`src/hdl/user_io_pkg.sv`:
```
//////////////////////////////////////////////////
// user i/o shared definitions
// byte and axis types, command codes, fsm states
// and the structs passed between the blocks
//////////////////////////////////////////////////

package user_io_pkg;

	// plain data byte as it travels over spi
	typedef logic [7:0] byte_t;

	// analog axis pair, x in [15:8], y in [7:0]
	typedef logic [15:0] word_t;

	// core type, returned during every command byte
	localparam byte_t core_type = 8'ha4;

	// configuration string, sent first byte first
	localparam int conf_len = 8;
	localparam logic [8*conf_len-1:0] conf_text = "MIST;UIO";

	// each ps2 fifo holds 2**ps2_fifo_bits bytes
	localparam int ps2_fifo_bits = 3;

	// last transmitter state, the stop bit
	localparam logic [3:0] ps2_last_state = 4'd11;

	// commands understood by the controller
	typedef enum logic [7:0] {
		cmd_none     = 8'h00,
		cmd_but_sw   = 8'h01,
		cmd_joy_0    = 8'h02,
		cmd_joy_1    = 8'h03,
		cmd_mouse    = 8'h04,
		cmd_kbd      = 8'h05,
		cmd_get_conf = 8'h14,
		cmd_status   = 8'h15,
		cmd_analog   = 8'h1a
	} cmd_e;

	// in-band framing: command, length, payload
	typedef enum logic [1:0] {
		st_cmd,
		st_len,
		st_data
	} frame_state_e;

	// one payload byte heading for the register bank
	typedef struct packed {
		logic  stb;
		cmd_e  cmd;
		byte_t idx;
		byte_t data;
	} reg_wr_t;

	// byte assembled from mosi
	typedef struct packed {
		logic  stb;
		byte_t data;
	} rx_byte_t;

endpackage

```
`src/hdl/io_cmd_ctrl.sv`:
```
//////////////////////////////////////////////////
// io command controller
// follows command, length and payload bytes,
// steers register writes, ps2 pushes and replies
//////////////////////////////////////////////////

`timescale 1ns/1ps

module io_cmd_ctrl (
	input  logic                  ps2_clk,
	input  logic                  SPI_SS_IO,
	input  user_io_pkg::rx_byte_t rx,
	output user_io_pkg::byte_t    reply,
	output user_io_pkg::reg_wr_t  reg_wr,
	output logic                  kbd_push,
	output logic                  mouse_push,
	output user_io_pkg::byte_t    push_data
);
	import user_io_pkg::*;

	frame_state_e state;
	cmd_e         cmd_q;
	byte_t        len_q;
	byte_t        idx_q;
	logic         payload_stb;
	logic         is_reg_cmd;

	// anything not listed becomes cmd_none and is skipped by length
	function automatic cmd_e decode_cmd(input byte_t code);
		cmd_e c;
		case (code)
			cmd_but_sw, cmd_joy_0, cmd_joy_1, cmd_mouse, cmd_kbd,
			cmd_get_conf, cmd_status, cmd_analog:
				c = cmd_e'(code);
			default:
				c = cmd_none;
		endcase
		return c;
	endfunction

	// framing fsm
	always_ff @(posedge ps2_clk or posedge SPI_SS_IO) begin
		if (SPI_SS_IO) begin
			state <= st_cmd;
			cmd_q <= cmd_none;
			len_q <= '0;
			idx_q <= '0;
		end else if (rx.stb) begin
			case (state)
				st_cmd: begin
					cmd_q <= decode_cmd(rx.data);
					state <= st_len;
				end
				st_len: begin
					len_q <= rx.data;
					idx_q <= '0;
					// zero length means no payload at all
					state <= (rx.data == 8'd0) ? st_cmd : st_data;
				end
				st_data: begin
					idx_q <= idx_q + 8'd1;
					if (idx_q + 8'd1 == len_q)
						state <= st_cmd;
				end
				default: state <= st_cmd;
			endcase
		end
	end

	// payload byte arriving right now
	assign payload_stb = rx.stb && (state == st_data);

	assign is_reg_cmd = (cmd_q == cmd_but_sw) || (cmd_q == cmd_joy_0) ||
		(cmd_q == cmd_joy_1) || (cmd_q == cmd_status) || (cmd_q == cmd_analog);

	// register write, taken by the bank on the next edge
	assign reg_wr = '{
		stb:  payload_stb && is_reg_cmd,
		cmd:  cmd_q,
		idx:  idx_q,
		data: rx.data
	};

	// ps2 bytes go straight to the fifos
	assign kbd_push   = payload_stb && (cmd_q == cmd_kbd);
	assign mouse_push = payload_stb && (cmd_q == cmd_mouse);
	assign push_data  = rx.data;

	// reply for the next spi byte, from the state already updated
	always_comb begin
		reply = '0;
		if (state == st_cmd)
			reply = core_type;
		else if ((state == st_data) && (cmd_q == cmd_get_conf) && (idx_q < conf_len))
			reply = conf_text[8*(conf_len-1-int'(idx_q)) +: 8];
	end

	// a payload byte has exactly one destination
	a_one_sink: assert property (
		@(posedge ps2_clk) disable iff (SPI_SS_IO)
		!(reg_wr.stb && (kbd_push || mouse_push))
	);

endmodule

```
`src/hdl/io_reg_bank.sv`:
```
//////////////////////////////////////////////////
// io register bank
// buttons, switches, joysticks, analog sticks
// and the status byte written by the controller
//////////////////////////////////////////////////

`timescale 1ns/1ps

module io_reg_bank (
	input  logic                 ps2_clk,
	input  logic                 SPI_SS_IO,
	input  user_io_pkg::reg_wr_t reg_wr,
	output logic [1:0]           buttons,
	output logic [1:0]           switches,
	output logic                 scandoubler_disable,
	output user_io_pkg::byte_t   joystick_0,
	output user_io_pkg::byte_t   joystick_1,
	output user_io_pkg::byte_t   status,
	output user_io_pkg::word_t   joystick_analog_0,
	output user_io_pkg::word_t   joystick_analog_1
);
	import user_io_pkg::*;

	// buttons [1:0], switches [3:2], scandoubler [4]
	logic [4:0] but_sw;
	// analog target, latched from payload byte 0
	byte_t      stick_idx;

	assign buttons             = but_sw[1:0];
	assign switches            = but_sw[3:2];
	assign scandoubler_disable = but_sw[4];

	always_ff @(posedge ps2_clk or posedge SPI_SS_IO) begin
		if (SPI_SS_IO) begin
			but_sw            <= '0;
			joystick_0        <= '0;
			joystick_1        <= '0;
			status            <= '0;
			stick_idx         <= '0;
			joystick_analog_0 <= '0;
			joystick_analog_1 <= '0;
		end else if (reg_wr.stb) begin
			// longer payloads just overwrite, the last byte wins
			case (reg_wr.cmd)
				cmd_but_sw: but_sw     <= reg_wr.data[4:0];
				cmd_joy_0:  joystick_0 <= reg_wr.data;
				cmd_joy_1:  joystick_1 <= reg_wr.data;
				cmd_status: status     <= reg_wr.data;
				cmd_analog: begin
					// byte 0 picks the stick, 1 is x, 2 is y
					if (reg_wr.idx == 8'd0)
						stick_idx <= reg_wr.data;
					else if ((reg_wr.idx == 8'd1) && (stick_idx == 8'd0))
						joystick_analog_0[15:8] <= reg_wr.data;
					else if ((reg_wr.idx == 8'd1) && (stick_idx == 8'd1))
						joystick_analog_1[15:8] <= reg_wr.data;
					else if ((reg_wr.idx == 8'd2) && (stick_idx == 8'd0))
						joystick_analog_0[7:0] <= reg_wr.data;
					else if ((reg_wr.idx == 8'd2) && (stick_idx == 8'd1))
						joystick_analog_1[7:0] <= reg_wr.data;
				end
				default: ;
			endcase
		end
	end

endmodule

```
`src/hdl/ps2_tx_fifo.sv`:
```
//////////////////////////////////////////////////
// ps2 transmit channel
// small byte fifo in front of a device-to-host
// ps2 serializer: start, 8 data, parity, stop
//////////////////////////////////////////////////

`timescale 1ns/1ps

module ps2_tx_fifo (
	input  logic               ps2_clk,
	input  logic               SPI_SS_IO,
	input  logic               push,
	input  user_io_pkg::byte_t push_data,
	output logic               ps2_dev_clk,
	output logic               ps2_dev_data
);
	import user_io_pkg::*;

	// storage, pointers carry one extra wrap bit
	byte_t                  mem [2**ps2_fifo_bits];
	logic [ps2_fifo_bits:0] wptr;
	logic [ps2_fifo_bits:0] rptr;
	logic                   empty;
	logic                   full;

	// transmitter
	logic [3:0] tx_state;
	byte_t      tx_byte;
	logic       parity;
	logic       tx_start;

	assign empty = (wptr == rptr);
	assign full  = (wptr[ps2_fifo_bits] != rptr[ps2_fifo_bits]) &&
		(wptr[ps2_fifo_bits-1:0] == rptr[ps2_fifo_bits-1:0]);

	// idle and something queued
	assign tx_start = (tx_state == 4'd0) && !empty;

	// clock runs only while a frame is on the wire
	assign ps2_dev_clk = ps2_clk | (tx_state == 4'd0);

	always_ff @(posedge ps2_clk or posedge SPI_SS_IO) begin
		if (SPI_SS_IO) begin
			wptr         <= '0;
			rptr         <= '0;
			tx_state     <= 4'd0;
			parity       <= 1'b1;
			ps2_dev_data <= 1'b1;
		end else begin
			// a push into a full fifo is lost
			if (push && !full)
				wptr <= wptr + 1'b1;

			if (tx_start) begin
				rptr         <= rptr + 1'b1;
				parity       <= 1'b1;
				// start bit
				ps2_dev_data <= 1'b0;
				tx_state     <= 4'd1;
			end else if (tx_state != 4'd0) begin
				if (tx_state <= 4'd8) begin
					// data bits, lsb first
					ps2_dev_data <= tx_byte[0];
					if (tx_byte[0])
						parity <= ~parity;
				end else if (tx_state == 4'd9) begin
					ps2_dev_data <= parity;
				end else if (tx_state == 4'd10) begin
					// stop bit
					ps2_dev_data <= 1'b1;
				end
				tx_state <= (tx_state == ps2_last_state) ? 4'd0 : tx_state + 4'd1;
			end
		end
	end

	// fifo array and shift register
	always_ff @(posedge ps2_clk) begin
		if (push && !full)
			mem[wptr[ps2_fifo_bits-1:0]] <= push_data;

		if (tx_start)
			tx_byte <= mem[rptr[ps2_fifo_bits-1:0]];
		else if ((tx_state != 4'd0) && (tx_state <= 4'd8))
			tx_byte <= {1'b0, tx_byte[7:1]};
	end

	a_state_range: assert property (
		@(posedge ps2_clk) disable iff (SPI_SS_IO)
		tx_state <= ps2_last_state
	);

	// the host is expected to pace its bursts to the fifo depth
	a_no_overflow: assert property (
		@(posedge ps2_clk) disable iff (SPI_SS_IO)
		!(push && full)
	);

endmodule

```
`src/hdl/spi_byte_port.sv`:
```
//////////////////////////////////////////////////
// spi byte port
// oversamples the spi lines on ps2_clk, builds
// mosi bytes and shifts the reply out on miso
//////////////////////////////////////////////////

`timescale 1ns/1ps

module spi_byte_port (
	input  logic                 ps2_clk,
	input  logic                 SPI_SS_IO,
	input  logic                 spi_clk,
	input  logic                 spi_mosi,
	input  user_io_pkg::byte_t   reply,
	output logic                 spi_miso,
	output user_io_pkg::rx_byte_t rx
);
	import user_io_pkg::*;

	// two flop synchronizers plus history for edge detect
	logic [1:0] sck_sync;
	logic [1:0] mosi_sync;
	logic       sck_prev;
	logic       sck_rise;
	logic       sck_fall;

	// receive side
	logic [2:0] bit_cnt;
	logic [6:0] rx_sh;
	logic       rx_stb;
	byte_t      rx_data;

	// transmit side
	byte_t      tx_sh;
	logic       load_q;

	assign sck_rise = sck_sync[1] & ~sck_prev;
	assign sck_fall = ~sck_sync[1] & sck_prev;

	assign rx = '{stb: rx_stb, data: rx_data};

	// spi clock idles high, so the sync chain resets to 1
	// and no false edge shows up when reset drops
	always_ff @(posedge ps2_clk or posedge SPI_SS_IO) begin
		if (SPI_SS_IO) begin
			sck_sync  <= 2'b11;
			sck_prev  <= 1'b1;
			mosi_sync <= 2'b00;
			bit_cnt   <= 3'd0;
			rx_stb    <= 1'b0;
			load_q    <= 1'b1;
			spi_miso  <= 1'b0;
		end else begin
			sck_sync  <= {sck_sync[0], spi_clk};
			mosi_sync <= {mosi_sync[0], spi_mosi};
			sck_prev  <= sck_sync[1];

			// byte done on the eighth rising edge
			rx_stb <= sck_rise && (bit_cnt == 3'd7);
			if (sck_rise)
				bit_cnt <= bit_cnt + 3'd1;

			// reload one cycle after the strobe, once the
			// controller has moved on to the next byte
			load_q <= rx_stb;

			// miso follows the falling edge, msb first
			if (sck_fall)
				spi_miso <= tx_sh[7];
		end
	end

	// shift registers carry data only
	always_ff @(posedge ps2_clk) begin
		if (sck_rise)
			rx_sh <= {rx_sh[5:0], mosi_sync[1]};
		if (sck_rise && (bit_cnt == 3'd7))
			rx_data <= {rx_sh, mosi_sync[1]};

		if (load_q)
			tx_sh <= reply;
		else if (sck_fall)
			tx_sh <= {tx_sh[6:0], 1'b0};
	end

	// strobe is a single pulse per byte
	a_rx_single: assert property (
		@(posedge ps2_clk) disable iff (SPI_SS_IO)
		rx_stb |=> !rx_stb
	);

endmodule

```
`src/hdl/user_io_top.sv`:
```
//////////////////////////////////////////////////
// user i/o top level
// spi byte port, command controller, register
// bank and the keyboard and mouse ps2 channels
//////////////////////////////////////////////////

`timescale 1ns/1ps

module user_io_top (
	input  logic               ps2_clk,
	input  logic               SPI_SS_IO,
	input  logic               spi_clk,
	input  logic               spi_mosi,
	output logic               spi_miso,
	output logic [1:0]         buttons,
	output logic [1:0]         switches,
	output logic               scandoubler_disable,
	output user_io_pkg::byte_t joystick_0,
	output user_io_pkg::byte_t joystick_1,
	output user_io_pkg::byte_t status,
	output user_io_pkg::word_t joystick_analog_0,
	output user_io_pkg::word_t joystick_analog_1,
	output logic               ps2_kbd_clk,
	output logic               ps2_kbd_data,
	output logic               ps2_mouse_clk,
	output logic               ps2_mouse_data
);
	import user_io_pkg::*;

	// port to controller and back
	rx_byte_t rx;
	byte_t    reply;
	// controller to bank and fifos
	reg_wr_t  reg_wr;
	logic     kbd_push;
	logic     mouse_push;
	byte_t    push_data;

	spi_byte_port i_spi_byte_port (
		.ps2_clk   (ps2_clk),
		.SPI_SS_IO (SPI_SS_IO),
		.spi_clk   (spi_clk),
		.spi_mosi  (spi_mosi),
		.reply     (reply),
		.spi_miso  (spi_miso),
		.rx        (rx)
	);

	io_cmd_ctrl i_io_cmd_ctrl (
		.ps2_clk    (ps2_clk),
		.SPI_SS_IO  (SPI_SS_IO),
		.rx         (rx),
		.reply      (reply),
		.reg_wr     (reg_wr),
		.kbd_push   (kbd_push),
		.mouse_push (mouse_push),
		.push_data  (push_data)
	);

	io_reg_bank i_io_reg_bank (
		.ps2_clk             (ps2_clk),
		.SPI_SS_IO           (SPI_SS_IO),
		.reg_wr              (reg_wr),
		.buttons             (buttons),
		.switches            (switches),
		.scandoubler_disable (scandoubler_disable),
		.joystick_0          (joystick_0),
		.joystick_1          (joystick_1),
		.status              (status),
		.joystick_analog_0   (joystick_analog_0),
		.joystick_analog_1   (joystick_analog_1)
	);

	// keyboard channel
	ps2_tx_fifo kbd_tx (
		.ps2_clk      (ps2_clk),
		.SPI_SS_IO    (SPI_SS_IO),
		.push         (kbd_push),
		.push_data    (push_data),
		.ps2_dev_clk  (ps2_kbd_clk),
		.ps2_dev_data (ps2_kbd_data)
	);

	// mouse channel
	ps2_tx_fifo mouse_tx (
		.ps2_clk      (ps2_clk),
		.SPI_SS_IO    (SPI_SS_IO),
		.push         (mouse_push),
		.push_data    (push_data),
		.ps2_dev_clk  (ps2_mouse_clk),
		.ps2_dev_data (ps2_mouse_data)
	);

endmodule

```
`config.mk`:
```
export PLATFORM = sky130hd
export DESIGN_NAME = user_io_top
export DESIGN_NICKNAME = d
export VERILOG_FILES = /design/src/hdl/user_io_pkg.sv /design/src/hdl/io_cmd_ctrl.sv /design/src/hdl/io_reg_bank.sv /design/src/hdl/ps2_tx_fifo.sv /design/src/hdl/spi_byte_port.sv /design/src/hdl/user_io_top.sv
export SDC_FILE = /design/constraint.sdc
export NUM_CORES = 1
export LEC_CHECK = 0
export BUFFER_PORTS_ARGS = -buffer_cell sky130_fd_sc_hd__clkbuf_2
export CAP_MARGIN = 30
export CORE_ASPECT_RATIO = 2
export CORE_UTILIZATION = 43
export DETAILED_ROUTE_END_ITERATION = 8
export SYNTH_ARGS = -nofsm -noshare
export SYNTH_HDL_FRONTEND = slang
export SYNTH_SLANG_ARGS = --single-unit
export TNS_END_PERCENT = 1
```
`constraint.sdc`:
```
create_clock -name ps2_clk -period 8.9 [get_ports ps2_clk]
set_input_delay 2.67 -clock ps2_clk [delete_from_list [all_inputs] [get_ports ps2_clk]]
set_output_delay 2.67 -clock ps2_clk [all_outputs]
set_load 0.05 [all_outputs]
```
# Word-level counts from Yosys, hierarchy flattened
# Memories as Yosys holds them, arrays and structs flattened.
# Index checks and enable logic that the tools add are counted.
[word_totals]
regBits = 173
ramBits = 128
in_bits = 4
output_inout_bits = 66
word_cells = 204
mem_count = 2
[op_classes]
n_addsub = 9
order_cmp = 3
eq_ne = 36
shift = 1
n_mux = 41
bitwise = 12
n_reduce_logical = 65
[memory_table]
columns = ["memory", "depth", "word_bits", "read_ports", "rd_ports_with_merged_regs", "write_ports", "line_no", "source"]
rows = [
  ["kbd_tx.mem", 8, 8, 1, 0, 1, "ps2_tx_fifo.sv:20", "byte_t mem [2**ps2_fifo_bits];"],
  ["mouse_tx.mem", 8, 8, 1, 0, 1, "ps2_tx_fifo.sv:20", ""],
]
[op_table]
columns = ["operator", "count"]
rows = [
  ["two-way mux 8 bit", 9],
  ["indexed part select 64 x 32 -> 8 bit, first input constant", 1],
  ["equality test 8 x 5 -> 1 bit, second input constant", 6],
  ["equality test 8 x 2 -> 1 bit, second input constant", 5],
  ["equality test 8 x 1 -> 1 bit, second input constant", 4],
  ["equality test 8 x 3 -> 1 bit, second input constant", 4],
  ["adder 4 x 1 -> 4 bit, second input constant", 6],
  ["equality test 4 bit, second input constant", 6],
  ["zero test 8 bit", 3],
  ["two-way mux 4 bit", 6],
  ["two-way mux 1 bit", 22],
  ["AND reduction 2 bit", 10],
  ["nonzero test 2 bit", 10],
  ["logical AND 1 bit", 19],
  ["case mux 8 bit (2 select lines)", 1],
  ["nonzero test 4 bit", 4],
  ["AND reduction 3 bit", 3],
  ["subtractor 3 x 8 -> 9 bit, first input constant", 1],
  ["adder 8 x 1 -> 8 bit, second input constant", 1],
  ["equality test 4 bit", 2],
  ["equality test 8 bit", 1],
  ["<= comparator 4 bit, second input constant", 2],
  ["zero test 4 bit", 2],
  ["< comparator 8 x 4 -> 1 bit, second input constant", 1],
  ["other kinds (20)", 38],
]

# Logic depth before layout (Yosys ltp)
[depth]
word_depth = 7
depth_mapped = 9
ltp_nobuf = 8

# Hierarchy
# A second synthesis with hierarchy kept.
[unflattened]
cells_unflattened = 830
area_unflattened_um2 = 13005.0
[modules_own_cells]
columns = ["module", "instances", "cells_per_inst", "area_per_inst_um2", "seq_area_each_um2"]
rows = [
  ["ps2_tx_fifo at mouse_tx", 1, 212, 3637.2, 2514.9],
  ["ps2_tx_fifo at kbd_tx", 1, 213, 3628.5, 2514.9],
  ["io_reg_bank", 1, 164, 2763.9, 1726.7],
  ["io_cmd_ctrl", 1, 185, 1778.0, 650.6],
  ["spi_byte_port", 1, 56, 1197.4, 970.9],
]

==> impl_metrics.json <==
{
  "postSynthAreaPerCell_sq_um": 15.4,
  "worst_setup_hold_path_clk_slew_ns": 0.06,
  "tritoncts_clock_tree": "done",
  "vdd_drop_max_mv": 0.182,
  "class_of_the_worst_hold_path": "flip-flop to flip-flop",
  "r2r.worst_path.cells": 8,
  "timing.critical_path.fanout_max": 2,
  "synth_cell_area_sq_mm": 0.0125,
  "start_util": 0.440,
  "ys_async_sr_fraction": 0.445,
  "avgRoutedWirePerCell_um": 20.2,
  "finalNetCount": 918,
  "antenna_violations_before_repair": 0,
  "crit_required_ns": 6.23,
  "yosys.area.top_type": "sky130_fd_sc_hd__edfxtp_1",
  "cts.repair_timing.setup_buffer_count": 0,
  "detailroute.via_count": 6752,
  "design.core.area_sq_mm": 0.0284,
  "top_cells_by_area_synth": "sky130_fd_sc_hd__edfxtp_1, sky130_fd_sc_hd__dfrtp_1, sky130_fd_sc_hd__mux2_2, sky130_fd_sc_hd__mux4_2, sky130_fd_sc_hd__ha_1",
  "yosys_warnings": 0,
  "unrepaired_setup_endpoints_after_global_routing": "no",
  "tightest_slew_ns": 0.909,
  "drtIter0Drc": 332,
  "setup.worst_path.start": "ps2_clk",
  "cellLeakagePower_uw": 0.00575,
  "drt.antenna.violating_nets": 0,
  "grt_pass1_wl_um": 41000,
  "post-route-drc-count": 0,
  "final_setup_violating_endpoints": 0,
  "yosysUniqueCellTypes": 58,
  "io_pins": 70,
  "mappedNetlistNets": 838,
  "grt_use_total": 0.185,
  "placedCellCount": 1215,
  "number_of_detailed_route_iterations_in_the_first_pass": 4,
  "critical_path_class": "clock port to output port",
  "outcome": "finished, final reports clean",
  "final-instance-count-excl-fill": 1270,
  "core.rowCount": 87,
  "register_area_share_after_synthesis": 0.671,
  "finalMaxSlewViolations": 0,
  "gp_routability_congestion": 0.778,
  "reg2reg_to": "kbd_tx.mem[0][1]",
  "worstSetupEndpoint": "ps2_mouse_clk",
  "cp_data_arrival_time_ns": 5.26,
  "mostFrequentLayoutCell": "sky130_fd_sc_hd__edfxtp_1",
  "fin_hold_ws_ns": 0.356,
  "die_w_um": 123,
  "count_of_flip_flops_with_a_built_in_enable_after_synthesis": 167,
  "critPathLaunchType": "clock port",
  "synth.ff_latch_count": 301,
  "power.density_cell_area_mw_per_mm2": 248,
  "final.fill_count": 2383,
  "fraction_of_final_layout_cells_sized_beyond_drive_strength_1": 0.290,
  "cp-end-kind": "output port",
  "r2r-start": "i_io_cmd_ctrl.state[0]",
  "synth_cells": 812,
  "postCtsHoldBufs": 0,
  "totalWireLength_um": 25700,
  "grt_max_degree": 70,
  "avgViaCountPerCell": 5.32,
  "vias_in_the_first_global_route": 7236,
  "flow.area_growth_from_synthesis_pct": 14.1,
  "hold_viol_final": 0,
  "clock_latency_ns": 0.66,
  "mostFrequentLayoutCells": "sky130_fd_sc_hd__edfxtp_1, sky130_fd_sc_hd__dfrtp_1, sky130_fd_sc_hd__mux2_2, sky130_fd_sc_hd__clkbuf_2, sky130_fd_sc_hd__nand2_1",
  "die-height_um": 243,
  "r2r_setup_slk_ns": 5.86,
  "number_of_antenna_diodes": 0,
  "fin_tns_setup_ns": 0,
  "clock-skew-final_ns": 0.0100,
  "slew_headroom": 0.393,
  "floorplan.die_area_sq_mm": 0.0298,
  "number_of_max_cap_violations": 0,
  "synth.top_cell.area_share": 0.401,
  "synth_top_flop_cell": "sky130_fd_sc_hd__edfxtp_1",
  "cts_resized": 0,
  "grt-ovfl-total": 0,
  "dp.final_hpwl_um": 16900,
  "number_of_buffers_added_on_ports": 69
}
==> critical path, stage by stage <==
cell and delay, ns:
sky130_fd_sc_hd__clkbuf_16 0.13, sky130_fd_sc_hd__clkbuf_16 0.13, sky130_fd_sc_hd__or2_2 0.30, sky130_fd_sc_hd__clkbuf_2 0.24
==> logic make-up after synthesis <==
group | Yosys count | share of synthesized area
DFF | 301 | 0.671
and+or+nand+nor | 185 | 0.0778
muxes | 133 | 0.147
AOI/OAI and AO/OA | 80 | 0.0408
buffers and inverters | 56 | 0.0175
xor gates and xnor gates | 35 | 0.0245
adders and majority gates | 22 | 0.0220
==> report_power, final <==
group,switching (uW),leakage [uW],total (uW),internal (uW)
combinational,293,0.00192,516,223
clock,559,0.000490,1340,778
sequential,78.2,0.00334,1680,1600
==> worst min path at each step <==
stage / start / end / cells past startpoint
finish: i_spi_byte_port.mosi_sync[0] / i_spi_byte_port.mosi_sync[1] / 0
floorplan: i_spi_byte_port.mosi_sync[0] / i_spi_byte_port.mosi_sync[1] / 0
detailed placement: i_spi_byte_port.mosi_sync[0] / i_spi_byte_port.mosi_sync[1] / 0
CTS: i_spi_byte_port.sck_sync[0] / i_spi_byte_port.sck_sync[1] / 0
global route: i_spi_byte_port.mosi_sync[0] / i_spi_byte_port.mosi_sync[1] / 0
global placement: i_spi_byte_port.mosi_sync[0] / i_spi_byte_port.mosi_sync[1] / 0
==> per-stage QoR <==
step	cell area (sq um)	utilization	total power [uW]	setup WS (ns)
global route	14300	0.502	3690	0.954
global placement	13300	0.467	2270	1.28
CTS	14300	0.502	3580	0.943
floorplan	12500	-	2130	1.37
detailed placement	13300	0.467	2290	1.28
finish	14300	0.502	3530	0.970
==> flip-flops by register name, summed over array words and instances (netlist names), 16 cells and up <==
register                         count
i_io_reg_bank.joystick_analog_1     16
i_io_reg_bank.joystick_analog_0     16
mouse_tx.mem                        64
kbd_tx.mem                          64
==> routing by layer <==
metal / global-route usage / vias to the layer above / wire length [um]
met2: 0.342 / 118 / 14500
met3: 0.0277 / 60 / 765
met1: 0.200 / 3421 / 9450
met5: 0 / - / 0
li1: - / 3153 / -
met4: 0.0864 / 0 / 1000
==> cell usage after synthesis, types with 4 or more instances <==
cell type / instances
sky130_fd_sc_hd__a22o_1: 7
sky130_fd_sc_hd__a21o_1: 7
sky130_fd_sc_hd__dfstp_2: 8
sky130_fd_sc_hd__nand3_1: 17
sky130_fd_sc_hd__xnor2_1: 23
sky130_fd_sc_hd__a31oi_1: 4
sky130_fd_sc_hd__ha_1: 22
sky130_fd_sc_hd__nor2_1: 31
sky130_fd_sc_hd__clkbuf_1: 32
sky130_fd_sc_hd__nor4_1: 4
sky130_fd_sc_hd__mux2_2: 80
sky130_fd_sc_hd__a21oi_1: 8
sky130_fd_sc_hd__inv_1: 18
sky130_fd_sc_hd__o31ai_1: 4
sky130_fd_sc_hd__nor2b_1: 6
sky130_fd_sc_hd__o2bb2ai_1: 4
sky130_fd_sc_hd__dfrtp_1: 126
sky130_fd_sc_hd__and2_1: 5
sky130_fd_sc_hd__nand2_1: 56
sky130_fd_sc_hd__edfxtp_1: 167
sky130_fd_sc_hd__nand4_1: 4
sky130_fd_sc_hd__mux2i_1: 21
sky130_fd_sc_hd__mux4_2: 32
sky130_fd_sc_hd__nor3_1: 19
sky130_fd_sc_hd__xor2_1: 12
sky130_fd_sc_hd__nand2b_1: 17
sky130_fd_sc_hd__o21ai_0: 36
sky130_fd_sc_hd__or2_2: 5
sky130_fd_sc_hd__buf_2: 4
==> cell type report <==
cell class,instances,area [sq um],area share
clock inverters,11,161,0.0113
multi-input cells,455,3890,0.273
repair buffers,83,455,0.0320
flip-flops and latches,301,8380,0.588
inverters,18,72.6,0.00509
clock buffers,46,845,0.0593
well taps,356,445,0.0313
Note: power is estimated with default switching activity, not from simulation.
